<file path="src/design/core_pkg.sv">
package core_pkg;

    // Register counts
    localparam int ARCH_REGS = 32;
    localparam int PHYS_REGS = 48;
    localparam int PREG_W    = 6;

    // Reorder buffer and issue queue sizing
    localparam int ROB_DEPTH = 8;
    localparam int ROB_W     = 3;
    localparam int IQ_DEPTH  = 4;
    localparam int IQ_W      = 2;

    // Free list holds whatever is not architecturally mapped
    localparam int FL_DEPTH  = PHYS_REGS - ARCH_REGS;
    localparam int FL_W      = 4;

    // Major opcode of the immediate ALU group
    localparam logic [6:0] OPC_OP_IMM = 7'b0010011;

    // Operations the single ALU understands
    typedef enum logic [3:0] {
        ALU_ADD, ALU_SUB, ALU_AND, ALU_OR,
        ALU_XOR, ALU_SLL, ALU_SRL, ALU_SLT,
        ALU_ADDI, ALU_ANDI, ALU_ORI, ALU_XORI
    } alu_op_e;

    // One instruction word, R-type and I-type layouts
    typedef union packed {
        struct packed {
            logic [6:0] funct7;
            logic [4:0] rs2;
            logic [4:0] rs1;
            logic [2:0] funct3;
            logic [4:0] rd;
            logic [6:0] opcode;
        } r_view;
        struct packed {
            logic [11:0] imm12;
            logic [4:0]  rs1;
            logic [2:0]  funct3;
            logic [4:0]  rd;
            logic [6:0]  opcode;
        } i_view;
    } inst_word_u;

endpackage
</file>
<file path="src/design/dispatch_unit.sv">
module dispatch_unit (
    input  logic                 inst_valid,
    input  core_pkg::inst_word_u inst,
    input  logic                 rob_full,
    input  logic                 iq_full,
    input  logic                 free_empty,
    output logic                 inst_stall,
    output logic                 alloc,
    output core_pkg::alu_op_e    op,
    output logic [31:0]          imm,
    output logic                 use_imm,
    output logic [4:0]           rs1,
    output logic [4:0]           rs2,
    output logic [4:0]           rd
);

    // Any full structure holds the word at the input
    assign inst_stall = rob_full | iq_full | free_empty;
    assign alloc      = inst_valid & ~inst_stall;

    always_comb begin
        use_imm = (inst.i_view.opcode == core_pkg::OPC_OP_IMM);
        if (use_imm) begin
            // I-type, second source unused
            rs1 = inst.i_view.rs1;
            rs2 = '0;
            rd  = inst.i_view.rd;
            imm = {{20{inst.i_view.imm12[11]}}, inst.i_view.imm12};
            case (inst.i_view.funct3)
                3'b100:  op = core_pkg::ALU_XORI;
                3'b110:  op = core_pkg::ALU_ORI;
                3'b111:  op = core_pkg::ALU_ANDI;
                default: op = core_pkg::ALU_ADDI;
            endcase
        end else begin
            // R-type register-register group
            rs1 = inst.r_view.rs1;
            rs2 = inst.r_view.rs2;
            rd  = inst.r_view.rd;
            imm = '0;
            case (inst.r_view.funct3)
                3'b001:  op = core_pkg::ALU_SLL;
                3'b010:  op = core_pkg::ALU_SLT;
                3'b100:  op = core_pkg::ALU_XOR;
                3'b101:  op = core_pkg::ALU_SRL;
                3'b110:  op = core_pkg::ALU_OR;
                3'b111:  op = core_pkg::ALU_AND;
                // funct7 bit 5 picks SUB over ADD
                default: op = inst.r_view.funct7[5] ? core_pkg::ALU_SUB : core_pkg::ALU_ADD;
            endcase
        end
    end

endmodule

</file>
<file path="config.mk">
export PLATFORM = sky130hd
export DESIGN_NAME = dispatch_unit
export DESIGN_NICKNAME = d
export VERILOG_FILES = /design/src/design/core_pkg.sv /design/src/design/dispatch_unit.sv
export SDC_FILE = /design/constraint.sdc
export NUM_CORES = 1
export LEC_CHECK = 0
export BUFFER_PORTS_ARGS = -buffer_cell sky130_fd_sc_hd__buf_2
export CAP_MARGIN = 20
export CORE_AREA = 2 2 44 46
export DETAILED_ROUTE_END_ITERATION = 8
export DIE_AREA = 0 0 46 48
export MAX_ROUTING_LAYER = met4
export PLACE_DENSITY_LB_ADDON = 0.1
export SYNTH_ARGS = -nofsm -noshare
export SYNTH_HDL_FRONTEND = slang
export SYNTH_SLANG_ARGS = --single-unit
</file>
<file path="constraint.sdc">
create_clock -name vclk -period 4.4
set_clock_uncertainty 0.2 [all_clocks]
set_input_delay 0.22 -clock vclk [all_inputs]
set_output_delay 0.22 -clock vclk [all_outputs]
set_load 0.01 [all_outputs]
</file>
==> results.py <==
metrics = {
    "status": {
        "status": "completed",
    },
    "route": {
        "drcViolationCount": 0,
        "ant_nets": 0,
        "vias": 529,
        "drt-wirelength-per-cell_um": 9.424,
        "vias_per_cell": 4.232,
        "drt_iter0_markers": 1,
        "firstDrtPassIters": 2,
        "wl_um": 1178,
    },
    "worst_setup_path": {
        "path_class": "in -> out",
        "start_kind": "input port",
        "arrival_ns": 2.24,
        "crit_path_end_kind": "primary output",
        "crit_fanout": 25,
        "cp.required_ns": 3.98,
    },
    "timing": {
        "grt_setup_unrepaired": "false",
        "fin_crit_ns": 2.656,
        "setup_tns_ns": 0,
        "report.final.slew_viol_count": 0,
        "slew_headroom": 0.4861,
        "hold_viol": 0,
        "max_slew.worst_pin.slew_ns": 0.7683,
        "fin_crit_sh": 0.6035,
        "finalSetupViolCount": 0,
        "max_freq_mhz": 376.6,
    },
    "clocking": {
        "postCtsSetupBuffers": 0,
        "cts_resized": 0,
        "cts_hold_buf": 0,
    },
    "grt": {
        "grt_pass1_wl_um": 1504,
        "grt_overflow": 0,
        "grt_pass1_vias": 384,
        "grt_use_total": 0.09004,
        "antenna_found_initial": 0,
        "grt_max_degree": 26,
    },
    "pwr": {
        "sw_frac_of_total": 0.4537,
        "vdd_ir_drop_max_mv": 0.03188,
        "pwr-share-clk": 0,
        "p_per_area_mw_per_mm2": 52.37,
        "power.leakage_nw": 0.4370,
        "seqPwrFrac": 0,
        "power_switching_mw": 0.01472,
        "p_int_mw": 0.01772,
        "share_comb_of_total_power": 1.000,
    },
    "floorplan": {
        "core_mm2": 0.001689,
        "die-area_mm2": 0.002208,
        "rows": 15,
        "die_h_um": 48,
        "io_pins": 90,
        "start_util": 0.2896,
        "chipWidth_um": 46,
    },
    "synthesis": {
        "syn_area_per_cell_um2": 6.890,
        "netlist_instances": 71,
        "yosysUniqueCellTypes": 17,
        "ys_warn_count": 0,
        "synth.net_count": 107,
        "syn_area_um2": 489.2,
        "synth.yosys.seq_area_share": 0,
    },
    "cells_and_area": {
        "seq_area_um2": 0,
        "multi_input_area_um2": 244.0,
        "final_cell_mix": "buf_2, and2_1, nor2_1, nor2b_1, nand2_1",
        "fin_util": 0.3667,
        "clkbuf_count": 0,
        "layout_commonest_cell": "buf_2",
        "drive_above_1_share": 0.6759,
        "syn_to_final_growth_pct": 26.60,
        "fillCellCount": 196,
        "nNetsFinal": 146,
        "design.seq.count": 0,
        "antenna_cells": 0,
    },
    "hold_path": {
        "hold_class": "in -> out",
    },
    "placement": {
        "hpwlAfterDp_um": 1052,
        "io_buffers": 70,
        "place.gp.congestion": 0.6471,
    },
    "job": {
        "drv_cap": 0,
    },
}
==> through the flow <==
stage	worst slack (ns)	hold slack [ns]	power, mW	instance area [µm²]	instances
2_1_floorplan	1.921	0.3271	0.02334	489.2	71
3_3_place_gp	1.750	0.2401	0.03269	619.3	125
3_5_place_dp	1.686	0.2401	0.03293	619.3	125
4_1_cts	1.682	0.2401	0.03310	619.3	125
5_1_grt	1.523	0.2400	0.03636	619.3	125
6_report	1.744	0.2400	0.03244	619.3	125
==> synthesized netlist by cell type <==
library cell / number / area share
a221o_1: 1 / 0.020
nor2b_1: 5 / 0.064
buf_2: 1 / 0.010
nor2_1: 5 / 0.038
or3_1: 1 / 0.013
clkbuf_1: 1 / 0.0077
and2_1: 12 / 0.15
xor2_1: 1 / 0.018
inv_1: 1 / 0.0077
mux2i_1: 3 / 0.061
or2_2: 1 / 0.013
nor3_4: 1 / 0.033
nand2b_1: 1 / 0.013
nand2_1: 4 / 0.031
or4b_4: 1 / 0.028
o22ai_1: 1 / 0.013
buf_4: 31 / 0.48
==> power groups by stage <==
| stage | logic (mW) | clock network, mW | registers (mW) |
|---|---|---|---|
| 2_1_floorplan | 0.0233 | 0 | 0 |
| 4_1_cts | 0.0331 | 0 | 0 |
| 3_3_place_gp | 0.0327 | 0 | 0 |
| 3_5_place_dp | 0.0329 | 0 | 0 |
| 6_report | 0.0324 | 0 | 0 |
| 5_1_grt | 0.0364 | 0 | 0 |
==> final cells by class <==
class                      instances  share of cell area
multi-input combinational         37              0.3939
inverter                           1            0.006061
timing repair buffer              70              0.5657
tap                               17             0.03434
==> final timing paths <==
path	from	end	slack [ns]	cells after the start
setup / recovery	inst[2]	imm[27]	1.74	5
hold / removal	inst[8]	rd[1]	0.24	0
==> per-layer routing <==
| metal | global-route usage | vias to the layer above | part of all wire |
|---|---|---|---|
| li1 | - | 265 | - |
| met2 | 0.1833 | 47 | 0.49 |
| met1 | 0.09890 | 215 | 0.38 |
| met3 | 0 | 2 | 0.13 |
| met4 | 0.01143 | 0 | 0.0034 |
| met5 | - | - | 0 |
==> cells by family (layout without fill, tap and decap cells) <==
family                    Yosys count  in the layout  synth area share
AOI/OAI and AO/OA                   2              2           0.03326
buffers and inverters              34             71            0.5012
and+or+nand+nor                    31             31            0.3862
xor gates and xnor gates            1              1           0.01791
muxes                               3              3           0.06138
==> critical path: stages <==
cell    delay, ns
buf_2        0.10
or4b_4       0.54
nor3_4       0.65
and2_1       0.51
buf_2        0.22
Note: power is estimated with default switching activity, not from simulation.
