==> config.mk <==
export PLATFORM = sky130hd
export DESIGN_NAME = reorder_buffer
export DESIGN_NICKNAME = d
export VERILOG_FILES = /design/src/design/core_pkg.sv /design/src/design/reorder_buffer.sv
export SDC_FILE = /design/constraint.sdc
export NUM_CORES = 1
export LEC_CHECK = 0
export BUFFER_PORTS_ARGS = -buffer_cell sky130_fd_sc_hd__buf_2
export CORE_AREA = 2 2 182 184
export DETAILED_ROUTE_END_ITERATION = 7
export DIE_AREA = 0 0 184 186
export PLACE_DENSITY_LB_ADDON = 0.15
export RECOVER_POWER = 50
export SLEW_MARGIN = 15
export SYNTH_ARGS = -nofsm -noshare
export SYNTH_HDL_FRONTEND = slang
export SYNTH_SLANG_ARGS = --single-unit
==> constraint.sdc <==
create_clock -name clk -period 7.2 [get_ports clk]
set_clock_uncertainty 0.1 [all_clocks]
set_input_delay 0.72 -clock clk [delete_from_list [all_inputs] [get_ports clk]]
set_output_delay 0.72 -clock clk [all_outputs]
set_load 0.05 [all_outputs]
==> src/design/core_pkg.sv <==
package core_pkg;

    // Register counts
    localparam int ARCH_REGS = 32;
    localparam int PHYS_REGS = 48;
    localparam int PREG_W    = 6;

    // Reorder buffer and issue queue sizing
    localparam int ROB_DEPTH = 8;
    localparam int ROB_W     = 3;
    localparam int IQ_DEPTH  = 4;
    localparam int IQ_W      = 2;

    // Free list holds whatever is not architecturally mapped
    localparam int FL_DEPTH  = PHYS_REGS - ARCH_REGS;
    localparam int FL_W      = 4;

    // Major opcode of the immediate ALU group
    localparam logic [6:0] OPC_OP_IMM = 7'b0010011;

    // Operations the single ALU understands
    typedef enum logic [3:0] {
        ALU_ADD, ALU_SUB, ALU_AND, ALU_OR,
        ALU_XOR, ALU_SLL, ALU_SRL, ALU_SLT,
        ALU_ADDI, ALU_ANDI, ALU_ORI, ALU_XORI
    } alu_op_e;

    // One instruction word, R-type and I-type layouts
    typedef union packed {
        struct packed {
            logic [6:0] funct7;
            logic [4:0] rs2;
            logic [4:0] rs1;
            logic [2:0] funct3;
            logic [4:0] rd;
            logic [6:0] opcode;
        } r_view;
        struct packed {
            logic [11:0] imm12;
            logic [4:0]  rs1;
            logic [2:0]  funct3;
            logic [4:0]  rd;
            logic [6:0]  opcode;
        } i_view;
    } inst_word_u;

endpackage
==> src/design/reorder_buffer.sv <==
module reorder_buffer (
    input  logic                        clk,
    input  logic                        arst_n,
    input  logic                        alloc,
    input  logic [4:0]                  rd,
    input  logic [core_pkg::PREG_W-1:0] new_preg,
    input  logic [core_pkg::PREG_W-1:0] old_preg,
    input  logic                        cdb_valid,
    input  logic [core_pkg::ROB_W-1:0]  cdb_tag,
    input  logic [31:0]                 cdb_data,
    output logic                        full,
    output logic [core_pkg::ROB_W-1:0]  alloc_tag,
    output logic                        commit_valid,
    output logic [4:0]                  commit_rd,
    output logic [31:0]                 commit_data,
    output logic                        retire,
    output logic [core_pkg::PREG_W-1:0] retire_preg
);

    // Per-entry payload
    logic [4:0]                  rd_q   [core_pkg::ROB_DEPTH];
    logic [core_pkg::PREG_W-1:0] old_q  [core_pkg::ROB_DEPTH];
    logic [31:0]                 data_q [core_pkg::ROB_DEPTH];
    // Completion flags and ring pointers
    logic [core_pkg::ROB_DEPTH-1:0] done_q;
    logic [core_pkg::ROB_W-1:0]     head_q;
    logic [core_pkg::ROB_W-1:0]     tail_q;
    logic [core_pkg::ROB_W:0]       count_q;

    assign full      = (count_q == core_pkg::ROB_DEPTH[core_pkg::ROB_W:0]);
    assign alloc_tag = tail_q;

    // Head leaves as soon as its result is in
    assign commit_valid = (count_q != '0) && done_q[head_q];
    assign commit_rd    = rd_q[head_q];
    assign commit_data  = data_q[head_q];
    // Previous mapping goes back to the free list, never for x0
    assign retire       = commit_valid && (rd_q[head_q] != '0);
    assign retire_preg  = old_q[head_q];

    always_ff @(posedge clk or negedge arst_n) begin
        if (!arst_n) begin
            done_q  <= '0;
            head_q  <= '0;
            tail_q  <= '0;
            count_q <= '0;
        end else begin
            if (cdb_valid) begin
                done_q[cdb_tag] <= 1'b1;
            end
            if (alloc) begin
                done_q[tail_q] <= 1'b0;
                tail_q         <= tail_q + 1'b1;
            end
            if (commit_valid) begin
                head_q <= head_q + 1'b1;
            end
            if (alloc && !commit_valid) begin
                count_q <= count_q + 1'b1;
            end else if (commit_valid && !alloc) begin
                count_q <= count_q - 1'b1;
            end
        end
    end

    always_ff @(posedge clk) begin
        if (alloc) begin
            rd_q[tail_q]  <= rd;
            old_q[tail_q] <= old_preg;
        end
        // Writes to x0 commit as zero
        if (cdb_valid) begin
            data_q[cdb_tag] <= (rd_q[cdb_tag] == '0) ? '0 : cdb_data;
        end
    end

    a_no_alloc_full: assert property (@(posedge clk) disable iff (!arst_n) alloc |-> !full);
    // Only a real destination gets a fresh register from the free list
    a_dest_matches_rd: assert property (@(posedge clk) disable iff (!arst_n)
        alloc |-> ((rd == '0) == (new_preg == '0)));

endmodule

==> out/qor.csv <==
metric,value,unit
status,finished with violations,
failing checks,"capacitance limit, slew limit",
worst skew pair latency,0.51,ns
io pins,105,
yosys warns,0,
Leak,5.43,nW
grt peak-use layer,met2,
Setup-failing EPs final,0,
Max-Cap Viols,7,
# clock sinks,362,
drt first pass iters,4,
die area,34200,um2
Routed Antenna Nets,0,
Syn Inst Count,686,
Root Buffer,clkbuf_16,
Crit path arrival time,3.63,ns
post-synth top area share,0.723,
placed cell area,15400,um2
setup TNS,0,ns
global-route wire length before repair,44000,um
CTS buffer count,38,
mux cell area share after synthesis,0.173,
Placer Congestion,0.819,
Final Max Tran Viols,195,
total gr overflow,0,
DR iter-0 viols,426,
CTS tree,built,
Post CTS Setup Buffer Count,0,
CTS Hold Buffers Added,0,
met3 Track Usage GR,0.0297,
worst slew pin tran,2.65,ns
met2 Track Usage GR,0.317,
Mapped Nets,748,
fin crit share,0.618,
cell area power density,426,nW/um2
"Max FO, Critical Path",51,
Die Span X,184,um
initial core utilization,0.444,
Synth top cells by count,"edfxtp_1 (344), mux4_2 (80), mux2_2 (42)",
Port Buffers,98,
Crit Path Class,register to output pin,
synth top area cells,"edfxtp_1 (72%), mux4_2 (13%), mux2_2 (3.3%)",
fin crit period,4.45,ns
Post-Route WL,29100,um
Die H,186,um
ys async rst share,0.0497,
largest net degree at the start of global routing,52,
switch share,0.354,
Max Clk Rate,225,MHz
Sw Pwr,2.48,mW
Total GRT Usage,0.176,
worst vdd ir,350,uV
Worst Hold Class,input port to asynchronous set/reset pin,
GRT met1 Usage,0.223,
simple-gate share of the synthesized area,0.0381,
XOR/XNOR share of the synthesized area,0.00429,
"Top FF cell, synth",edfxtp_1,
Post-Synthesis Cell Area,14300,um2
crit end category,output pin,
Adder-Cell Fraction of Synth Area,0.00578,
power share of the sequential group,0.385,
layout cells sized above 1,0.325,
Fin. Hold Viols,0,
initial antenna violation count,1,
clock share of power,0.266,
final hold slack,0.274,ns
Vias,6904,
clock transition at the registers of the reported paths,0.06,ns
"count leader, synth",edfxtp_1,
vias in the first global route,7448,
Routed WL per cell,23.3,um
Yosys reg bits,362,
core area,32200,um2
num rows,66,
Netlist cell types,39,
post-synthesis compound-gate area fraction,0.0130,
Comb pwr share,0.348,
final layout net count,873,
post-cts resize count,0,
Final Cell Area,16500,um2
H-tree depth,2,
Area growth syn-to-layout,15.1,%
critical path launch point type,register,
DRC viols,0,
RSZ-0062 raised after global routing,false,
Clock Tree Buf Depth,3,
P_int,4.53,mW
Post-Syn Area per Cell,20.8,um2
post-DP HPWL,16500,um
main combinational cell family by area after synthesis,multiplexers,
register area share after synthesis,0.754,
max_slew headroom,-0.766,
vias per cell,5.53,
Synth area leader,edfxtp_1,
number of synthesized flops with an enable pin,344,
required time of the critical path,6.38,ns
power by group through the flow:
stage / Clock [mW] / Sequential, mW / Combinational [mW]
3_5_place_dp: 0 / 2.75 / 2.49
3_3_place_gp: 0 / 2.74 / 2.46
4_1_cts: 1.91 / 2.71 / 2.49
6_report: 1.87 / 2.71 / 2.44
2_1_floorplan: 0 / 2.62 / 2.06
5_1_grt: 1.99 / 2.74 / 2.59
cells in the final DEF (no fill, tap or decap), drive strengths merged, types with 3 or more instances in the layout:
cell,count
mux2i,9
clkbuf,76
xor2,3
clkinv,14
nor4,4
and2,33
ha,5
mux4,80
nor2,39
o22ai,5
mux2,51
nand2,11
nor3,8
nand2b,8
a211oi,5
a21oi,5
buf,92
edfxtp,344
inv,4
dfrtp,18
a221oi,4
xnor2,4
routing by layer:
layer  routed length (um)  up-vias
met5                    0        -
met4                  531        0
met3                 1420       39
met2                15200      195
met1                11900     3619
li1                     -     3051
cell families after synthesis:
family | Yosys count
flip-flops | 362
XOR/XNOR | 7
AND/OR/NAND/NOR | 108
multiplexers | 140
adder cells (fa/ha/maj) | 6
buffers and inverters | 36
AO/OA/AOI/OAI | 27
per-stage QoR:
| stage | power (mW) | utilization | instances | setup slack, ns |
|---|---|---|---|---|
| 5_1_grt | 7.33 | 0.511 | 1247 | 2.43 |
| 4_1_cts | 7.11 | 0.514 | 1247 | 2.59 |
| 3_3_place_gp | 5.20 | 0.477 | 1179 | 3.11 |
| 6_report | 7.02 | 0.511 | 1248 | 2.75 |
| 2_1_floorplan | 4.68 | - | 686 | 3.08 |
| 3_5_place_dp | 5.24 | 0.477 | 1179 | 3.14 |
state kept, by name (all words and copies together) (netlist names):
name,flops
data_q,256
old_q,48
rd_q,40
done_q,8
count_q,4
alloc_tag,3
head_q,3
critical path, cell delays in order, from the launching register on:
cell and delay, ns:
dfrtp_4 1.06, buf_4 0.89, mux4_2 0.60, mux2_2 0.31, buf_2 0.22
cell type report:
class	count	area (um2)
antenna	1	2.50
clock buffer	50	1070
clock inverter	18	135
fill	2608	15800
inverter	3	11.3
multi-input combinational	288	3360
sequential	362	10800
tap	408	510
timing repair buffer	118	578
path summary, 6_finish.rpt:
kind	startpoint	to	slack, ns	depth (start not counted)
setup / recovery	head_q[0]$_DFFE_PN0P_	commit_data[12]	2.75	4
hold / removal	arst_n	alloc_tag[0]$_DFFE_PN0P_	0.27	1
setup reg to reg	head_q[1]$_DFFE_PN0P_	count_q[3]$_DFFE_PN0P_	3.14	13
hold reg to reg	count_q[3]$_DFFE_PN0P_	count_q[3]$_DFFE_PN0P_	0.39	1
max in group asynchronous	arst_n	head_q[1]$_DFFE_PN0P_	5.96	1
min in group clk	count_q[3]$_DFFE_PN0P_	count_q[3]$_DFFE_PN0P_	0.39	1
(Power assumes the default switching activity.)
