--- src/design/core_pkg.sv ---
package core_pkg;

    // Register counts
    localparam int ARCH_REGS = 32;
    localparam int PHYS_REGS = 48;
    localparam int PREG_W    = 6;

    // Reorder buffer and issue queue sizing
    localparam int ROB_DEPTH = 8;
    localparam int ROB_W     = 3;
    localparam int IQ_DEPTH  = 4;
    localparam int IQ_W      = 2;

    // Free list holds whatever is not architecturally mapped
    localparam int FL_DEPTH  = PHYS_REGS - ARCH_REGS;
    localparam int FL_W      = 4;

    // Major opcode of the immediate ALU group
    localparam logic [6:0] OPC_OP_IMM = 7'b0010011;

    // Operations the single ALU understands
    typedef enum logic [3:0] {
        ALU_ADD, ALU_SUB, ALU_AND, ALU_OR,
        ALU_XOR, ALU_SLL, ALU_SRL, ALU_SLT,
        ALU_ADDI, ALU_ANDI, ALU_ORI, ALU_XORI
    } alu_op_e;

    // One instruction word, R-type and I-type layouts
    typedef union packed {
        struct packed {
            logic [6:0] funct7;
            logic [4:0] rs2;
            logic [4:0] rs1;
            logic [2:0] funct3;
            logic [4:0] rd;
            logic [6:0] opcode;
        } r_view;
        struct packed {
            logic [11:0] imm12;
            logic [4:0]  rs1;
            logic [2:0]  funct3;
            logic [4:0]  rd;
            logic [6:0]  opcode;
        } i_view;
    } inst_word_u;

endpackage
--- src/design/rename_table.sv ---
module rename_table (
    input  logic                        clk,
    input  logic                        arst_n,
    input  logic                        alloc,
    input  logic [4:0]                  rs1,
    input  logic [4:0]                  rs2,
    input  logic [4:0]                  rd,
    input  logic [core_pkg::PREG_W-1:0] new_preg,
    input  logic                        cdb_valid,
    input  logic [core_pkg::PREG_W-1:0] cdb_preg,
    output logic [core_pkg::PREG_W-1:0] src1_preg,
    output logic                        src1_ready,
    output logic [core_pkg::PREG_W-1:0] src2_preg,
    output logic                        src2_ready,
    output logic [core_pkg::PREG_W-1:0] old_preg
);

    // Current speculative mapping
    logic [core_pkg::PREG_W-1:0]    map_q [core_pkg::ARCH_REGS];
    // One ready bit per physical register
    logic [core_pkg::PHYS_REGS-1:0] ready_q;

    // Lookups see the mapping before this cycle's rename
    assign src1_preg = map_q[rs1];
    assign src2_preg = map_q[rs2];
    assign old_preg  = map_q[rd];

    // Result on the bus right now counts as ready
    assign src1_ready = ready_q[src1_preg] | (cdb_valid && (cdb_preg == src1_preg));
    assign src2_ready = ready_q[src2_preg] | (cdb_valid && (cdb_preg == src2_preg));

    always_ff @(posedge clk or negedge arst_n) begin
        if (!arst_n) begin
            // Identity map, everything holds a value
            for (int i = 0; i < core_pkg::ARCH_REGS; i++) begin
                map_q[i] <= core_pkg::PREG_W'(i);
            end
            ready_q <= '1;
        end else begin
            if (cdb_valid) begin
                ready_q[cdb_preg] <= 1'b1;
            end
            // x0 keeps physical 0 forever
            if (alloc && (rd != '0)) begin
                map_q[rd]         <= new_preg;
                ready_q[new_preg] <= 1'b0;
            end
        end
    end

endmodule

--- config.mk ---
export PLATFORM = sky130hd
export DESIGN_NAME = rename_table
export DESIGN_NICKNAME = d
export VERILOG_FILES = /design/src/design/core_pkg.sv /design/src/design/rename_table.sv
export SDC_FILE = /design/constraint.sdc
export NUM_CORES = 1
export LEC_CHECK = 0
export BUFFER_PORTS_ARGS = -buffer_cell sky130_fd_sc_hd__buf_2
export CAP_MARGIN = 20
export CORE_MARGIN = 5
export CORE_UTILIZATION = 60
export CTS_BUF_LIST = sky130_fd_sc_hd__clkbuf_8 sky130_fd_sc_hd__clkbuf_16
export DETAILED_ROUTE_END_ITERATION = 10
export PLACE_DENSITY = 0.75
export REMOVE_ABC_BUFFERS = 1
export SYNTH_ARGS = -nofsm -noshare
export SYNTH_HDL_FRONTEND = slang
export SYNTH_SLANG_ARGS = --single-unit
--- constraint.sdc ---
create_clock -name clk -period 9.05 [get_ports clk]
set_input_delay 1.3575 -clock clk [delete_from_list [all_inputs] [get_ports clk]]
set_output_delay 1.3575 -clock clk [all_outputs]
set_load 0.005 [all_outputs]
==> PnR_summary.wiki <==
{| class="wikitable"
! Metric !! Value
|-
| Hold_ws || 0.419 ns
|-
| Number of synthesized flops with an enable pin || 0
|-
| Clock slew at the register clock pins of the worst setup and hold paths || 0.06 ns
|-
| Vias in the first global route || 10462
|-
| Maximum fanout count along the critical path || 18
|-
| Number of max-slew violations in the final report || 0
|-
| Via count || 10303
|-
| Cells taking the most area after synthesis || sky130_fd_sc_hd__mux4_2, sky130_fd_sc_hd__dfstp_2, sky130_fd_sc_hd__dfrtp_1
|-
| Worst EP required || 7.69 ns
|-
| Number of buffer and inverter instances along the worst setup path || 4
|-
| Crit Path Category || in2out
|-
| Number of distinct library cells after synthesis || 46
|-
| Gate count of the mapped netlist || 1079
|-
| Global-route wire length before repair || 66500 microns
|-
| Number of post-CTS setup repair buffers || 0
|-
| CTS root buf || sky130_fd_sc_hd__clkbuf_16
|-
| Dominant cell by count in the synthesized netlist || sky130_fd_sc_hd__mux2_2
|-
| H-tree depth || 1
|-
| Delay contributed by the slowest stage of the critical path || 0.62 ns
|-
| Max IR drop VDD || 0.163 mV
|-
| Setup total negative slack || 0 ns
|-
| Num CTS Buffers || 27
|-
| Number of clock sinks seen by CTS || 240
|-
| Area overhead of the layout relative to synthesis || 8.22%
|-
| Final critical delay including setup and external delays || 6.83 ns
|-
| Post-route ant nets || 0
|-
| Register area || 6170 sq um
|-
| Antenna violations before repair || 0
|-
| Setup Viol. Count Final || 0
|-
| Synthesized cell area || 15100 sq um
|-
| Seq cells post-synth || 240
|-
| Worst Setup Start Kind || primary input
|-
| Post-synth ARST share || 1.00
|-
| Final worst-path cycle share || 0.754
|-
| Part of the Yosys area used for sequential elements || 0.408
|-
| Endpoints failing hold || 0
|-
| Unrepaired setup endpoints after global routing || false
|-
| Detailed router's first-iteration violation count || 1263
|-
| Horizontal die dimension || 169 microns
|-
| Share of power burned in registers || 0.423
|-
| Measured slew at the worst slew-check pin || 1.08 ns
|-
| Die height || 169 microns
|-
| HPWL Detailed || 30000 microns
|-
| Power density cells || 227 nW/um^2
|-
| Total area of multi-input combinational cells || 8430 sq um
|-
| Top cell type's share of synthesized area || 0.230
|-
| Internal Dissipation || 2.57 mW
|-
| CTS tree || built
|-
| Clock network fraction of design power || 0.292
|-
| Hold buffer count at CTS || 0
|-
| Data arrival time at the worst-slack endpoint || 5.47 ns
|-
| Source-to-sink clock delay at the later pin of the worst-skew pair || 0.53 ns
|-
| Overall die area || 28500 sq um
|-
| GRT Overall Usage || 0.308
|-
| Logic gate share of total power || 0.285
|-
| Count of pins on the block boundary || 51
|-
| Fraction of final layout cells with drive strength greater than 1 || 0.537
|-
| Detailed-route wire length || 43500 microns
|-
| Ys flop type || sky130_fd_sc_hd__dfstp_2
|-
| Mean cell area of the mapped netlist || 14.0 sq um
|-
| Worst setup skew after layout || 0 ns
|-
| Diodes inserted || 0
|-
| Filler Cell Count || 1791
|-
| Final-stage net count || 1118
|-
| Critical-path cell with the highest stage delay || sky130_fd_sc_hd__mux2i_4
|-
| Weighted congestion at the end of routability-driven global placement || 0.964
|-
| WL/cell || 30.2 microns
|-
| Net switching power || 1.14 mW
|-
| Effective utilization at floorplan || 0.605
|-
| Buffer levels on the longest clock path || 3
|-
| Count of yosys warnings during synthesis || 0
|-
| First drt pass iteration count || 7
|-
| Fmax || 147 MHz
|-
| DRC violation count after routing || 0
|-
| Cell accounting for the most synthesized area || sky130_fd_sc_hd__mux4_2
|-
| Leading post-synthesis cells by instance count || sky130_fd_sc_hd__mux2_2, sky130_fd_sc_hd__mux4_2, sky130_fd_sc_hd__dfstp_2
|-
| Vias per Instance || 7.17
|-
| Standard cell core area || 25000 sq um
|-
| Count of buffers from port buffering || 50
|-
| Class of the most critical hold timing path || reg2reg
|-
| Status || finished, final reports clean
|-
| Cell-by-cell trace of the critical path || buf_2 -> buf_4 -> mux4_1 -> mux4_2 -> mux2i_4 -> buf_4 -> mux2i_1 -> mux2i_1 -> mux2_2 -> a2bb2oi_1 -> a211o_1 -> buf_2
|-
| Type of element capturing the critical path || output pin
|-
| Levels on crit path || 12
|-
| Site row count || 58
|-
| Family with the most delay on the worst path || multiplexers
|-
| Cell depth of the worst hold path || 0
|-
| Max-cap violations || 0
|-
| Leak Pwr || 6.70 nW
|-
| Count of instances resized after the clock tree is built || 0
|-
| Headroom to the max-slew limit || 0.276
|-
| Net switching fraction of the power || 0.308
|-
| Worst r2r path cells || 2
|-
| Maximum number of pins on one net before global-route repair || 96
|-
| Grt total ovfl || 0
|}
## power by group through the flow
stage               clock [mW]  combinational (mW)  sequential, mW
finish                    1.08                1.06            1.57
global route              1.15                1.13            1.60
floorplan                    0               0.736            1.49
CTS                       1.10                1.05            1.57
global placement             0                1.03            1.57
detailed placement           0                1.05            1.58
## layout by cell type, fill, tap and decap left out, types with 9 or more instances in the layout
cell type / instances
sky130_fd_sc_hd__inv_1: 12
sky130_fd_sc_hd__buf_4: 21
sky130_fd_sc_hd__nand2_1: 36
sky130_fd_sc_hd__a21oi_1: 102
sky130_fd_sc_hd__mux4_1: 14
sky130_fd_sc_hd__buf_2: 48
sky130_fd_sc_hd__dfrtp_1: 112
sky130_fd_sc_hd__xnor2_1: 10
sky130_fd_sc_hd__dfstp_2: 128
sky130_fd_sc_hd__nand4_1: 12
sky130_fd_sc_hd__mux2_2: 183
sky130_fd_sc_hd__clkbuf_16: 27
sky130_fd_sc_hd__and2_1: 12
sky130_fd_sc_hd__mux2i_1: 62
sky130_fd_sc_hd__nor2_1: 43
sky130_fd_sc_hd__a22oi_1: 26
sky130_fd_sc_hd__nor3_1: 9
sky130_fd_sc_hd__mux4_2: 154
sky130_fd_sc_hd__nor2b_1: 9
sky130_fd_sc_hd__nor3b_1: 9
## cell families (layout without fill, tap and decap cells)
group                  Yosys count  count (layout)  synth area share
XOR/XNOR                        12              12           0.00696
flip-flops                     240             240             0.408
AND/OR/NAND/NOR                154             154            0.0523
AO/OA/AOI/OAI                  149             149            0.0565
buffers and inverters          103             131            0.0340
multiplexers                   421             421             0.442
## per-layer routing
metal  vias to the layer above  global-route usage  part of all wire
li1                       4264                   -                 -
met2                       535               0.490              0.49
met4                         0               0.101             0.035
met5                         -                   0                 0
met3                        89              0.0542             0.082
met1                      5415               0.438              0.40
## worst reg2reg max path: stages, from the launching register on
cell                      delay (ns)
sky130_fd_sc_hd__dfstp_2        0.56
sky130_fd_sc_hd__a21oi_1        0.05
sky130_fd_sc_hd__a21oi_1        0.18
## sequential cells by signal (all words and copies together) (netlist names)
| register | flops |
|---|---|
| ready_q | 48 |
| map_q | 192 |
## layout make-up
| cell class | count | area share |
|---|---|---|
| Timing Repair Buffer | 71 | 0.0256 |
| Clock buffer | 32 | 0.0455 |
| Tap cell | 330 | 0.0253 |
| Multi-Input combinational cell | 736 | 0.515 |
| Inverter | 11 | 0.00253 |
| Clock inverter | 17 | 0.00849 |
| Sequential cell | 240 | 0.377 |
## path summary, 6_finish.rpt
path,endpoint,slack (ns),start
hold / removal,map_q[188],0.42,map_q[188]
max in group asynchronous,map_q[188],6.74,arst_n
hold reg to reg,map_q[188],0.42,map_q[188]
setup reg to reg,ready_q[5],8.18,ready_q[5]
setup / recovery,src1_ready,2.22,rs1[1]
min in group asynchronous,map_q[35],0.85,arst_n
## per-stage QoR
step | setup WS, ns | instance area [sq um] | instances | utilization | power, mW
3_3_place_gp | 2.35 | 15500 | 1386 | 0.619 | 2.59
4_1_cts | 2.28 | 16300 | 1436 | 0.655 | 3.72
6_report | 2.22 | 16300 | 1437 | 0.655 | 3.72
5_1_grt | 2.09 | 16300 | 1437 | 0.655 | 3.88
2_1_floorplan | 3.55 | 14600 | 987 | - | 2.23
3_5_place_dp | 2.30 | 15500 | 1387 | 0.619 | 2.63
Note: power is estimated with default switching activity, not from simulation.
