**src/design/core_pkg.sv**
```systemverilog
package core_pkg;

    // Register counts
    localparam int ARCH_REGS = 32;
    localparam int PHYS_REGS = 48;
    localparam int PREG_W    = 6;

    // Reorder buffer and issue queue sizing
    localparam int ROB_DEPTH = 8;
    localparam int ROB_W     = 3;
    localparam int IQ_DEPTH  = 4;
    localparam int IQ_W      = 2;

    // Free list holds whatever is not architecturally mapped
    localparam int FL_DEPTH  = PHYS_REGS - ARCH_REGS;
    localparam int FL_W      = 4;

    // Major opcode of the immediate ALU group
    localparam logic [6:0] OPC_OP_IMM = 7'b0010011;

    // Operations the single ALU understands
    typedef enum logic [3:0] {
        ALU_ADD, ALU_SUB, ALU_AND, ALU_OR,
        ALU_XOR, ALU_SLL, ALU_SRL, ALU_SLT,
        ALU_ADDI, ALU_ANDI, ALU_ORI, ALU_XORI
    } alu_op_e;

    // One instruction word, R-type and I-type layouts
    typedef union packed {
        struct packed {
            logic [6:0] funct7;
            logic [4:0] rs2;
            logic [4:0] rs1;
            logic [2:0] funct3;
            logic [4:0] rd;
            logic [6:0] opcode;
        } r_view;
        struct packed {
            logic [11:0] imm12;
            logic [4:0]  rs1;
            logic [2:0]  funct3;
            logic [4:0]  rd;
            logic [6:0]  opcode;
        } i_view;
    } inst_word_u;

endpackage
```
**src/design/alu_unit.sv**
```systemverilog
module alu_unit (
    input  logic                        clk,
    input  logic                        arst_n,
    input  logic                        issue_valid,
    input  core_pkg::alu_op_e           op,
    input  logic [31:0]                 opa,
    input  logic [31:0]                 opb,
    input  logic [31:0]                 imm,
    input  logic                        use_imm,
    input  logic [core_pkg::PREG_W-1:0] dest,
    input  logic [core_pkg::ROB_W-1:0]  tag,
    output logic                        cdb_valid,
    output logic [core_pkg::PREG_W-1:0] cdb_preg,
    output logic [core_pkg::ROB_W-1:0]  cdb_tag,
    output logic [31:0]                 cdb_data
);

    logic [31:0] b;
    logic [31:0] result;

    always_comb begin
        b = use_imm ? imm : opb;
        case (op)
            core_pkg::ALU_ADD, core_pkg::ALU_ADDI: result = opa + b;
            core_pkg::ALU_SUB:                     result = opa - b;
            core_pkg::ALU_AND, core_pkg::ALU_ANDI: result = opa & b;
            core_pkg::ALU_OR, core_pkg::ALU_ORI:   result = opa | b;
            core_pkg::ALU_XOR, core_pkg::ALU_XORI: result = opa ^ b;
            // Shift amount is the low five bits
            core_pkg::ALU_SLL: result = opa << b[4:0];
            core_pkg::ALU_SRL: result = opa >> b[4:0];
            core_pkg::ALU_SLT: result = {31'b0, $signed(opa) < $signed(b)};
            default:           result = '0;
        endcase
    end

    // Bus valid one cycle after issue
    always_ff @(posedge clk or negedge arst_n) begin
        if (!arst_n) begin
            cdb_valid <= 1'b0;
        end else begin
            cdb_valid <= issue_valid;
        end
    end

    always_ff @(posedge clk) begin
        if (issue_valid) begin
            cdb_preg <= dest;
            cdb_tag  <= tag;
            cdb_data <= result;
        end
    end

endmodule

```
**config.mk**
```make
export PLATFORM = sky130hd
export DESIGN_NAME = alu_unit
export DESIGN_NICKNAME = d
export VERILOG_FILES = /design/src/design/core_pkg.sv /design/src/design/alu_unit.sv
export SDC_FILE = /design/constraint.sdc
export NUM_CORES = 1
export LEC_CHECK = 0
export BUFFER_PORTS_ARGS = -buffer_cell sky130_fd_sc_hd__buf_4
export CAP_MARGIN = 5
export CORE_MARGIN = 4
export CORE_UTILIZATION = 32
export CTS_BUF_LIST = sky130_fd_sc_hd__clkbuf_16
export DETAILED_ROUTE_END_ITERATION = 16
export PLACE_DENSITY_LB_ADDON = 0.25
export SLEW_MARGIN = 20
export SYNTH_ARGS = -nofsm -noshare
export SYNTH_HDL_FRONTEND = slang
export SYNTH_SLANG_ARGS = --single-unit
```
**constraint.sdc**
```tcl
create_clock -name clk -period 0.8 [get_ports clk]
set_clock_uncertainty 0.1 [all_clocks]
set_input_delay 0.16 -clock clk [delete_from_list [all_inputs] [get_ports clk]]
set_output_delay 0.16 -clock clk [all_outputs]
set_load 0.01 [all_outputs]
```
==> results.json <==
{
  "powerDensity_nw_per_um2": 1190,
  "dr.first_iter.drc_count": 1312,
  "ys_top_cells_by_area": "sky130_fd_sc_hd__mux2i_1 15%, sky130_fd_sc_hd__ha_1 13%, sky130_fd_sc_hd__edfxtp_1 13%, sky130_fd_sc_hd__nor2_1 5.4%, sky130_fd_sc_hd__a21oi_1 5.1%",
  "violated_checks": "hold timing, setup timing",
  "antenna_found_initial": 0,
  "routed_via_density": 5.66,
  "numPlacedInstances": 2181,
  "leakage_nw": 7.45,
  "cell_type_with_the_largest_total_area_after_synthesis": "sky130_fd_sc_hd__mux2i_1",
  "rows": 63,
  "die-area_um2": 32900,
  "hold_path_startpoint": "dest[5]",
  "number_of_enable_type_register_cells_in_the_synthesized_netlist": 41,
  "netlist_area_um2": 9630,
  "post_route_cells_drive_above_1_share_pct": 43.1,
  "cts_tree": "yes",
  "synth.yosys.seq_area_share_pct": 13.0,
  "timing.setup.critical_path_class": "in2reg",
  "cts_stage_hold_buffer_count": 2,
  "postSynth.topFlopCell": "sky130_fd_sc_hd__edfxtp_1",
  "layout_nets": 2045,
  "gp_routability_congestion": 0.958,
  "worst-slew-pin-transition_ps": 748,
  "synth.avg_cell_area_um2": 7.47,
  "final_period_minus_worst_setup_slack_ps": 3160,
  "grtUsageTotal_pct": 28.2,
  "finalWirelength_um": 50000,
  "die_x_um": 182,
  "initial_utilization_pct": 32.5,
  "antenna_viol_nets_final": 0,
  "syn_nets": 1503,
  "hold-path-cell-count": 1,
  "min_path_type": "in2reg",
  "cts_max_level": 2,
  "diode_insertion_count_for_antenna_repair": 0,
  "netlist.area_leader.share_pct": 14.7,
  "clock.fmax_ghz": 0.316,
  "layoutNonFillerInstCount": 2222,
  "gr-total-overflow": 0,
  "first_pass_iters": 8,
  "fp.dieH_um": 182,
  "clk_pin_slew_ps": 90,
  "timing.max_cap.violations": 0,
  "async_flop_share_pct": 2.38,
  "synth_cell_type_count": 86,
  "fin_tns_setup_ps": -79650,
  "via_count_of_the_first_global_routing_pass": 12100,
  "clkSinkCount": 42,
  "clk_buf_depth": 2,
  "vdd.ir_drop.worst_mv": 0.837,
  "drc_violations_left": 0,
  "core_area_um2": 29600,
  "outcome": "finished, violations left",
  "grt_max_degree": 57,
  "final_core_utilization_pct": 54.0,
  "wire_per_inst_um": 22.5,
  "worstHoldEndpoint": "cdb_preg[5]",
  "areaGrowthSynthToFinish_pct": 66.0,
  "endpoint_kind": "flip-flop",
  "place.port_buffers": 154,
  "final-setup-viol-count": 74,
  "i_o_pins": 155,
  "num_vias": 12600,
  "dp.final_hpwl_um": 39300,
  "final.hold.worst_slack_ps": -93.7,
  "period_utilization_post_route_pct": 396,
  "cts_bufs_inserted": 5,
  "max_slew_margin_pct": 49.7,
  "stdcell_area_um2": 16000,
  "setup_slack_ps": -2360,
  "critical_path_fanout_max": 8,
  "cp-startpoint": "use_imm",
  "synthesis.yosys.warnings": 0,
  "dpl-instance-area_um2": 14400,
  "postSynthRegisterBits": 42,
  "crit_path_start_kind": "primary input",
  "postSynthCellCount": 1289,
  "critical_path_arrival_ps": 3130,
  "final_max_slew_viol_count": 0,
  "cts-root-buf": "sky130_fd_sc_hd__clkbuf_16",
  "hold_viol": 9,
  "required_ps": 760,
  "grt_pass1_wl_um": 72700,
  "rsz0062_at_grt": "yes"
}
[worst max path at each step]
stage	depth (start not counted)	end	slack [ps]
after global routing	17	cdb_data[26]	-2470
after detailed placement	12	cdb_data[0]	-3180
after CTS	17	cdb_data[26]	-2350
after floorplan	15	cdb_data[29]	-2860
final	16	cdb_data[26]	-2360
after global placement	12	cdb_data[0]	-3130
[area by class of cell]
type | count | area [µm²]
inverters | 94 | 360
well taps | 390 | 488
repair buffers | 622 | 5080
fillers | 2904 | 13600
flip-flops and latches | 42 | 1260
clock inverters | 3 | 25.0
clock buffers | 5 | 125
multi-input cells | 1066 | 8660
[through the flow]
step,hold slack [ps],setup WS [ps],power (W)
final,-93.7,-2360,0.0191
after global routing,-99.8,-2470,0.0200
after CTS,-103,-2350,0.0181
after detailed placement,-163,-3180,0.0148
after global placement,-165,-3130,0.0148
after floorplan,-236,-2860,0.00876
[placed cells by master, fill, tap and decap left out, types with 14 or more instances in the layout]
cell                       Yosys  layout
sky130_fd_sc_hd__a21oi_1      99      87
sky130_fd_sc_hd__a22oi_1      15      15
sky130_fd_sc_hd__buf_4         4     556
sky130_fd_sc_hd__buf_6         1      46
sky130_fd_sc_hd__edfxtp_1     41      41
sky130_fd_sc_hd__ha_1         99      82
sky130_fd_sc_hd__inv_1        92      90
sky130_fd_sc_hd__mux2i_1     141     121
sky130_fd_sc_hd__mux2i_4       2      14
sky130_fd_sc_hd__nand2_1     116     114
sky130_fd_sc_hd__nand2b_1     16      14
sky130_fd_sc_hd__nand3_1      35      33
sky130_fd_sc_hd__nor2_1      138     133
sky130_fd_sc_hd__nor3_1       26      18
sky130_fd_sc_hd__o211ai_1     33      33
sky130_fd_sc_hd__o21ai_0      77      57
sky130_fd_sc_hd__o21ai_1       1      17
sky130_fd_sc_hd__o221ai_1     18      18
sky130_fd_sc_hd__xnor2_1      20      20
[logic make-up (layout without fill, tap and decap cells)]
group	count (synthesis)	count (layout)	share of synthesized area, %
AO/OA/AOI/OAI	400	400	28.3
XOR/XNOR	28	28	2.55
AND/OR/NAND/NOR	381	381	17.8
multiplexers	156	156	17.5
adder cells (fa/ha/maj)	101	101	13.3
flip-flops	42	42	13.0
buffers and inverters	181	724	7.55
[registers in the layout (all words and copies together), names as in the netlist]
name       cells
cdb_data      32
cdb_preg       6
cdb_tag        3
cdb_valid      1
[what timing repair did]
action	in CTS	in global routing
pin swaps	40	58
resized for setup	136	96
endpoints found under the setup margin	74	75
setup buffers	22	15
hold endpoints to repair	11	9
cloned	0	2
[synthesized netlist by cell type (10+ instances only)]
cell	instances
sky130_fd_sc_hd__a31oi_1	16
sky130_fd_sc_hd__o22ai_1	15
sky130_fd_sc_hd__a22oi_1	15
sky130_fd_sc_hd__edfxtp_1	41
sky130_fd_sc_hd__a211oi_1	10
sky130_fd_sc_hd__clkbuf_1	48
sky130_fd_sc_hd__nor2_1	138
sky130_fd_sc_hd__nand2_1	116
sky130_fd_sc_hd__o21bai_1	11
sky130_fd_sc_hd__nor3_1	26
sky130_fd_sc_hd__a21oi_1	99
sky130_fd_sc_hd__a221oi_1	21
sky130_fd_sc_hd__buf_1	16
sky130_fd_sc_hd__nand3_1	35
sky130_fd_sc_hd__buf_2	18
sky130_fd_sc_hd__o211ai_1	33
sky130_fd_sc_hd__xnor2_1	20
sky130_fd_sc_hd__ha_1	99
sky130_fd_sc_hd__o21ai_0	77
sky130_fd_sc_hd__mux2i_1	141
sky130_fd_sc_hd__nand2b_1	16
sky130_fd_sc_hd__inv_1	92
sky130_fd_sc_hd__o221ai_1	18
[worst max-delay path, stage by stage]
cell	delay, ps
sky130_fd_sc_hd__buf_16	150
sky130_fd_sc_hd__mux2i_4	260
sky130_fd_sc_hd__inv_2	80
sky130_fd_sc_hd__buf_6	120
sky130_fd_sc_hd__ha_4	160
sky130_fd_sc_hd__fa_2	370
sky130_fd_sc_hd__nor2_2	120
sky130_fd_sc_hd__o311a_1	230
sky130_fd_sc_hd__o211a_4	230
sky130_fd_sc_hd__a311oi_4	90
sky130_fd_sc_hd__buf_6	160
sky130_fd_sc_hd__buf_6	110
sky130_fd_sc_hd__o41ai_4	280
sky130_fd_sc_hd__a311oi_4	190
sky130_fd_sc_hd__o41ai_2	280
sky130_fd_sc_hd__o211ai_1	150
[report_power, final]
group | leakage (nW) | internal (W) | total (W) | switching [W]
clock | 0.0704 | 0.00118 | 0.00239 | 0.00120
combinational | 6.97 | 0.00662 | 0.0138 | 0.00714
sequential | 0.410 | 0.00279 | 0.00293 | 0.000142
[routing by layer]
metal	vias up	GRT usage, %	share of wire (%)
li1	5881	-	-
met1	5982	41.1	44
met2	638	44.4	45
met3	82	3.65	8.4
met4	0	6.36	2.5
met5	-	0	0
Power figures use the tool's default switching activity.
