$ cat src/design/core_pkg.sv
package core_pkg;

    // Register counts
    localparam int ARCH_REGS = 32;
    localparam int PHYS_REGS = 48;
    localparam int PREG_W    = 6;

    // Reorder buffer and issue queue sizing
    localparam int ROB_DEPTH = 8;
    localparam int ROB_W     = 3;
    localparam int IQ_DEPTH  = 4;
    localparam int IQ_W      = 2;

    // Free list holds whatever is not architecturally mapped
    localparam int FL_DEPTH  = PHYS_REGS - ARCH_REGS;
    localparam int FL_W      = 4;

    // Major opcode of the immediate ALU group
    localparam logic [6:0] OPC_OP_IMM = 7'b0010011;

    // Operations the single ALU understands
    typedef enum logic [3:0] {
        ALU_ADD, ALU_SUB, ALU_AND, ALU_OR,
        ALU_XOR, ALU_SLL, ALU_SRL, ALU_SLT,
        ALU_ADDI, ALU_ANDI, ALU_ORI, ALU_XORI
    } alu_op_e;

    // One instruction word, R-type and I-type layouts
    typedef union packed {
        struct packed {
            logic [6:0] funct7;
            logic [4:0] rs2;
            logic [4:0] rs1;
            logic [2:0] funct3;
            logic [4:0] rd;
            logic [6:0] opcode;
        } r_view;
        struct packed {
            logic [11:0] imm12;
            logic [4:0]  rs1;
            logic [2:0]  funct3;
            logic [4:0]  rd;
            logic [6:0]  opcode;
        } i_view;
    } inst_word_u;

endpackage
$ cat src/design/issue_queue.sv
module issue_queue (
    input  logic                        clk,
    input  logic                        arst_n,
    input  logic                        alloc,
    input  core_pkg::alu_op_e           op,
    input  logic [31:0]                 imm,
    input  logic                        use_imm,
    input  logic [core_pkg::PREG_W-1:0] src1_preg,
    input  logic                        src1_ready,
    input  logic [core_pkg::PREG_W-1:0] src2_preg,
    input  logic                        src2_ready,
    input  logic [core_pkg::PREG_W-1:0] dest_preg,
    input  logic [core_pkg::ROB_W-1:0]  tag,
    input  logic                        cdb_valid,
    input  logic [core_pkg::PREG_W-1:0] cdb_preg,
    output logic                        full,
    output logic                        issue_valid,
    output core_pkg::alu_op_e           issue_op,
    output logic [31:0]                 issue_imm,
    output logic                        issue_use_imm,
    output logic [core_pkg::PREG_W-1:0] issue_src1,
    output logic [core_pkg::PREG_W-1:0] issue_src2,
    output logic [core_pkg::PREG_W-1:0] issue_dest,
    output logic [core_pkg::ROB_W-1:0]  issue_tag
);

    // Collapsing table with the oldest entry in slot 0
    core_pkg::alu_op_e           op_q   [core_pkg::IQ_DEPTH];
    logic [31:0]                 imm_q  [core_pkg::IQ_DEPTH];
    logic [core_pkg::PREG_W-1:0] src1_q [core_pkg::IQ_DEPTH];
    logic [core_pkg::PREG_W-1:0] src2_q [core_pkg::IQ_DEPTH];
    logic [core_pkg::PREG_W-1:0] dest_q [core_pkg::IQ_DEPTH];
    logic [core_pkg::ROB_W-1:0]  tag_q  [core_pkg::IQ_DEPTH];
    logic [core_pkg::IQ_DEPTH-1:0] use_imm_q, rdy1_q, rdy2_q;
    logic [core_pkg::IQ_DEPTH-1:0] rdy1_w, rdy2_w, can_issue;
    logic [core_pkg::IQ_W:0]       count_q;
    logic [core_pkg::IQ_W:0]       fill;
    logic [core_pkg::IQ_W-1:0]     sel;

    assign full = (count_q == core_pkg::IQ_DEPTH[core_pkg::IQ_W:0]);
    // New entry lands just past the survivors
    assign fill = count_q - {{core_pkg::IQ_W{1'b0}}, issue_valid};

    always_comb begin
        issue_valid = 1'b0;
        sel         = '0;
        for (int i = 0; i < core_pkg::IQ_DEPTH; i++) begin
            // Wakeup takes effect next cycle
            rdy1_w[i]    = rdy1_q[i] | (cdb_valid && (cdb_preg == src1_q[i]));
            rdy2_w[i]    = rdy2_q[i] | (cdb_valid && (cdb_preg == src2_q[i]));
            can_issue[i] = (i < count_q) && rdy1_q[i] && rdy2_q[i];
        end
        // Lowest ready slot is the oldest
        for (int i = core_pkg::IQ_DEPTH - 1; i >= 0; i--) begin
            if (can_issue[i]) begin
                issue_valid = 1'b1;
                sel         = core_pkg::IQ_W'(i);
            end
        end
    end

    assign issue_op      = op_q[sel];
    assign issue_imm     = imm_q[sel];
    assign issue_use_imm = use_imm_q[sel];
    assign issue_src1    = src1_q[sel];
    assign issue_src2    = src2_q[sel];
    assign issue_dest    = dest_q[sel];
    assign issue_tag     = tag_q[sel];

    always_ff @(posedge clk or negedge arst_n) begin
        if (!arst_n) begin
            count_q <= '0;
        end else if (alloc && !issue_valid) begin
            count_q <= count_q + 1'b1;
        end else if (issue_valid && !alloc) begin
            count_q <= count_q - 1'b1;
        end
    end

    always_ff @(posedge clk) begin
        rdy1_q <= rdy1_w;
        rdy2_q <= rdy2_w;
        // Close the gap left by the issued slot
        for (int i = 0; i < core_pkg::IQ_DEPTH - 1; i++) begin
            if (issue_valid && (i >= sel)) begin
                op_q[i]      <= op_q[i+1];
                imm_q[i]     <= imm_q[i+1];
                use_imm_q[i] <= use_imm_q[i+1];
                src1_q[i]    <= src1_q[i+1];
                src2_q[i]    <= src2_q[i+1];
                dest_q[i]    <= dest_q[i+1];
                tag_q[i]     <= tag_q[i+1];
                rdy1_q[i]    <= rdy1_w[i+1];
                rdy2_q[i]    <= rdy2_w[i+1];
            end
        end
        if (alloc) begin
            op_q[fill[core_pkg::IQ_W-1:0]]      <= op;
            imm_q[fill[core_pkg::IQ_W-1:0]]     <= imm;
            use_imm_q[fill[core_pkg::IQ_W-1:0]] <= use_imm;
            src1_q[fill[core_pkg::IQ_W-1:0]]    <= src1_preg;
            src2_q[fill[core_pkg::IQ_W-1:0]]    <= src2_preg;
            dest_q[fill[core_pkg::IQ_W-1:0]]    <= dest_preg;
            tag_q[fill[core_pkg::IQ_W-1:0]]     <= tag;
            rdy1_q[fill[core_pkg::IQ_W-1:0]]    <= src1_ready;
            rdy2_q[fill[core_pkg::IQ_W-1:0]]    <= src2_ready;
        end
    end

    // Ready operands of an issued entry are no longer in flight on the bus
    a_issue_ready: assert property (@(posedge clk) disable iff (!arst_n)
        (issue_valid && cdb_valid && (cdb_preg != '0))
        |-> ((cdb_preg != issue_src1) && (cdb_preg != issue_src2)));

endmodule

$ cat config.mk
export PLATFORM = sky130hd
export DESIGN_NAME = issue_queue
export DESIGN_NICKNAME = d
export VERILOG_FILES = /design/src/design/core_pkg.sv /design/src/design/issue_queue.sv
export SDC_FILE = /design/constraint.sdc
export NUM_CORES = 1
export LEC_CHECK = 0
export ABC_AREA = 1
export ABC_CLOCK_PERIOD_IN_PS = 8070
export BUFFER_PORTS_ARGS = -buffer_cell sky130_fd_sc_hd__buf_2
export CELL_PAD_IN_SITES_DETAIL_PLACEMENT = 0
export CELL_PAD_IN_SITES_GLOBAL_PLACEMENT = 1
export CORE_MARGIN = 2
export CORE_UTILIZATION = 35
export CTS_CLUSTER_SIZE = 14
export DETAILED_ROUTE_END_ITERATION = 8
export HOLD_SLACK_MARGIN = 0.12
export PLACE_DENSITY = 0.72
export RECOVER_POWER = 25
export SLEW_MARGIN = 10
export SYNTH_ARGS = -nofsm -noshare
export SYNTH_HDL_FRONTEND = slang
export SYNTH_SLANG_ARGS = --single-unit
$ cat constraint.sdc
create_clock -name clk -period 8.07 [get_ports clk]
set_input_delay 1.614 -clock clk [delete_from_list [all_inputs] [get_ports clk]]
set_output_delay 1.614 -clock clk [all_outputs]
set_load 0.01 [all_outputs]
==> impl_results.md <==
- Die area: 37400 sq um
- Fin nets: 1612
- Worst-Margin Slew: 2210 ps
- Worst EP arrival: about 4200 ps
- Total wire length: about 36000 um
- Synthesized net count: between 1.5k and 2k
- Slew headroom: -0.476
- Status: finished, violations left
- Detail Route Antenna Nets: 0
- Die height: around 190 um
- Drt initial violations: 671
- Synth Instances: 1453
- Core Footprint: 35400 sq um
- Hpwl dp: 21800 um
- Post-synth top flop: edfxtp_1
- Max-cap violation count: 2
- Ant. Diodes: 0
- Hold WC Path Type: reg2reg
- I/O Buffers: roughly 130
- Yosys top cell by area: edfxtp_1
- CTS resizes: 0
- Via count: 10.1k
- Warnings from Yosys: 0
- CTS buffer count: 29
- Largest net degree at the start of global routing: 101
- DRC: 0
- Final GP Congestion: 0.847
- RSZ-0062 raised after global routing: false
- Syn_area_per_cell: between 8 and 9 sq um
- Terminus of the critical flop-to-flop path: rdy1_q[3]
- Hold Path Sink: use_imm_q[2]
- CTS tree: built
- Clock buffer depth: 3
- GRT overflow: 0
- TNS Setup: 0 ps
- CP endpoint kind: output pin
- List of most frequent post-synthesis cells: 449 x nand2_1, 229 x edfxtp_1, 199 x o21ai_0
- Gr usage total: 0.187
- Routed len/inst: 17.6 um
- Async set-reset flop share out of synthesis: 0.0123
- Htree depth: 1
- Synth top area cells: edfxtp_1 55%, nand2_1 13%, o21ai_0 7.9%
- Flops & latches, synth: 243
- CP Launch Type: flip-flop
- Reg clk slew, reported paths: 60 ps
- Most frequent cell after synthesis: nand2_1
- WS Path Type: reg2out
- Post-Syn Area: 12500 sq um
- Min cycle time layout: 5810 ps
- Post-CTS setup buffer count: 0
- Max Slew Vio Count: 61
- Max Fclk: 0.172 GHz
- Post-synth cell types: 28
- Number of hold violations in the final report: 0
- Critical path's slowest cell: buf_4
- RR Startpoint: count_q[0]
- Crit-path cells: inv_1, nand2_1, nand2_1, nand3_2, buf_4, inv_2, buf_4, o21ai_0, buf_2
- Reg-to-reg slack, setup: 3500 ps
- Layout cell share with drive strength beyond 1: 0.0942
- Crit share post-route: 0.720
- FP Rows: 69
- Sequential share of the synthesized area: 0.572
- Synth top area share: 0.548
- Final setup violating endpoints: 0
- Antenna violations before repair: 1
- Synth-to-Final Area Change: 14.0%
- Clock Skew: 9.12 ps
- Vias in the first global route: 9741
- Worst min-delay path startpoint: use_imm_q[2]
- Die W: 193 um
- Req. time, crit path: ~6500 ps
- First-pass GRT wire length: 55800 um
- Hold_buf cts: 0
- Routed vias/inst: 4.99
- Latest clock arrival within the worst-skew pair: 550 ps
- CP peak stage delay: around 630 ps
- First drt pass iteration count: 5
- Number of flops mapped to enable cells by yosys: 229
- CTS root buf: clkbuf_16
- IO Pins: 130
- Hold Crit Depth: 2
- Failing checks: capacitance limit, slew limit
- CTS Sinks: 243
- Initial Util: 0.354
- CP startpoint: count_q[0]
- FF-to-FF path depth: 12
- Crit path max fanout: 54
per-stage QoR:
step           setup WS (ps)  hold WS [ps]  utilization  cell area, sq um  instances
2_1_floorplan           3130           477            -             12500       1453
3_3_place_gp            3330           500        0.381             13500       1967
3_5_place_dp            3260           499        0.381             13500       1967
4_1_cts                 2670           507        0.406             14400       2021
5_1_grt                 1970           539        0.404             14300       2021
6_report                2260           507        0.404             14300       2021
layout make-up:
| cell class | instances | area [sq um] |
|---|---|---|
| clock buffers | 32 | 737 |
| fillers | 3686 | 21100 |
| multi-input cells | 963 | 4380 |
| clock inverters | 22 | 150 |
| flip-flops and latches | 243 | 7170 |
| well taps | 461 | 577 |
| repair buffers | 142 | 681 |
| inverters | 158 | 593 |
worst max-delay path by stage:
stage,slack [ps],cells after the start,end
after floorplan,3130,7,rdy1_q[3]
after global placement,3330,10,issue_src1[1]
after detailed placement,3260,10,issue_src1[1]
after CTS,2670,10,issue_src1[1]
after global routing,1970,9,issue_src1[1]
final,2260,9,issue_src1[1]
registers in the layout (all words and copies together) (netlist names):
register   flops
rdy2_q         4
dest_q        24
op_q          16
rdy1_q         4
tag_q         12
imm_q        128
count_q        3
src2_q        24
use_imm_q      4
src1_q        24
worst max-delay path, delay by kind of cell (launching register included):
kind	cells	cell delay (ps)
AOI/OAI and AO/OA	1	370
buffers and inverters	5	1860
DFF	1	400
and+or+nand+nor	3	980
cells in the final DEF (no fill, tap or decap):
cell type,count
edfxtp_1,229
clkinv_4,1
nor3_1,2
nand4_1,6
o211ai_1,32
a21oi_1,78
nand2_4,3
dfxtp_1,11
o21ai_0,199
clkinv_2,4
nor2_4,2
dfrtp_1,3
or2_2,1
clkinv_1,14
nand2_2,1
o22ai_1,3
inv_2,5
nor2_1,71
nand2_1,449
buf_2,85
nand3_2,2
clkbuf_16,29
ha_1,5
xor2_1,4
buf_4,11
clkbuf_1,49
xnor2_1,6
nand3_1,97
bufinv_16,2
inv_1,153
o221ai_1,1
inv_6,1
o21ai_1,1
per-layer routing:
metal	part of all wire	routed length, um	GRT usage
met5	0.00023	8	0
met4	0.023	803	0.0447
met1	0.45	16200	0.262
met3	0.054	1920	0.0279
met2	0.47	16600	0.307
kinds of logic (layout without fill, tap and decap cells):
group / after synthesis / in the layout / share of synthesized area
DFF: 243 / 243 / 0.572
and+or+nand+nor: 634 / 634 / 0.203
adders and majority gates: 5 / 5 / 0.00499
xor gates and xnor gates: 10 / 10 / 0.00698
AOI/OAI and AO/OA: 314 / 314 / 0.132
buffers and inverters: 247 / 354 / 0.0803
Power is left out: the tool's default activity adds up to more than one toggle a clock period on the data nets, which glitch-free logic cannot reach.
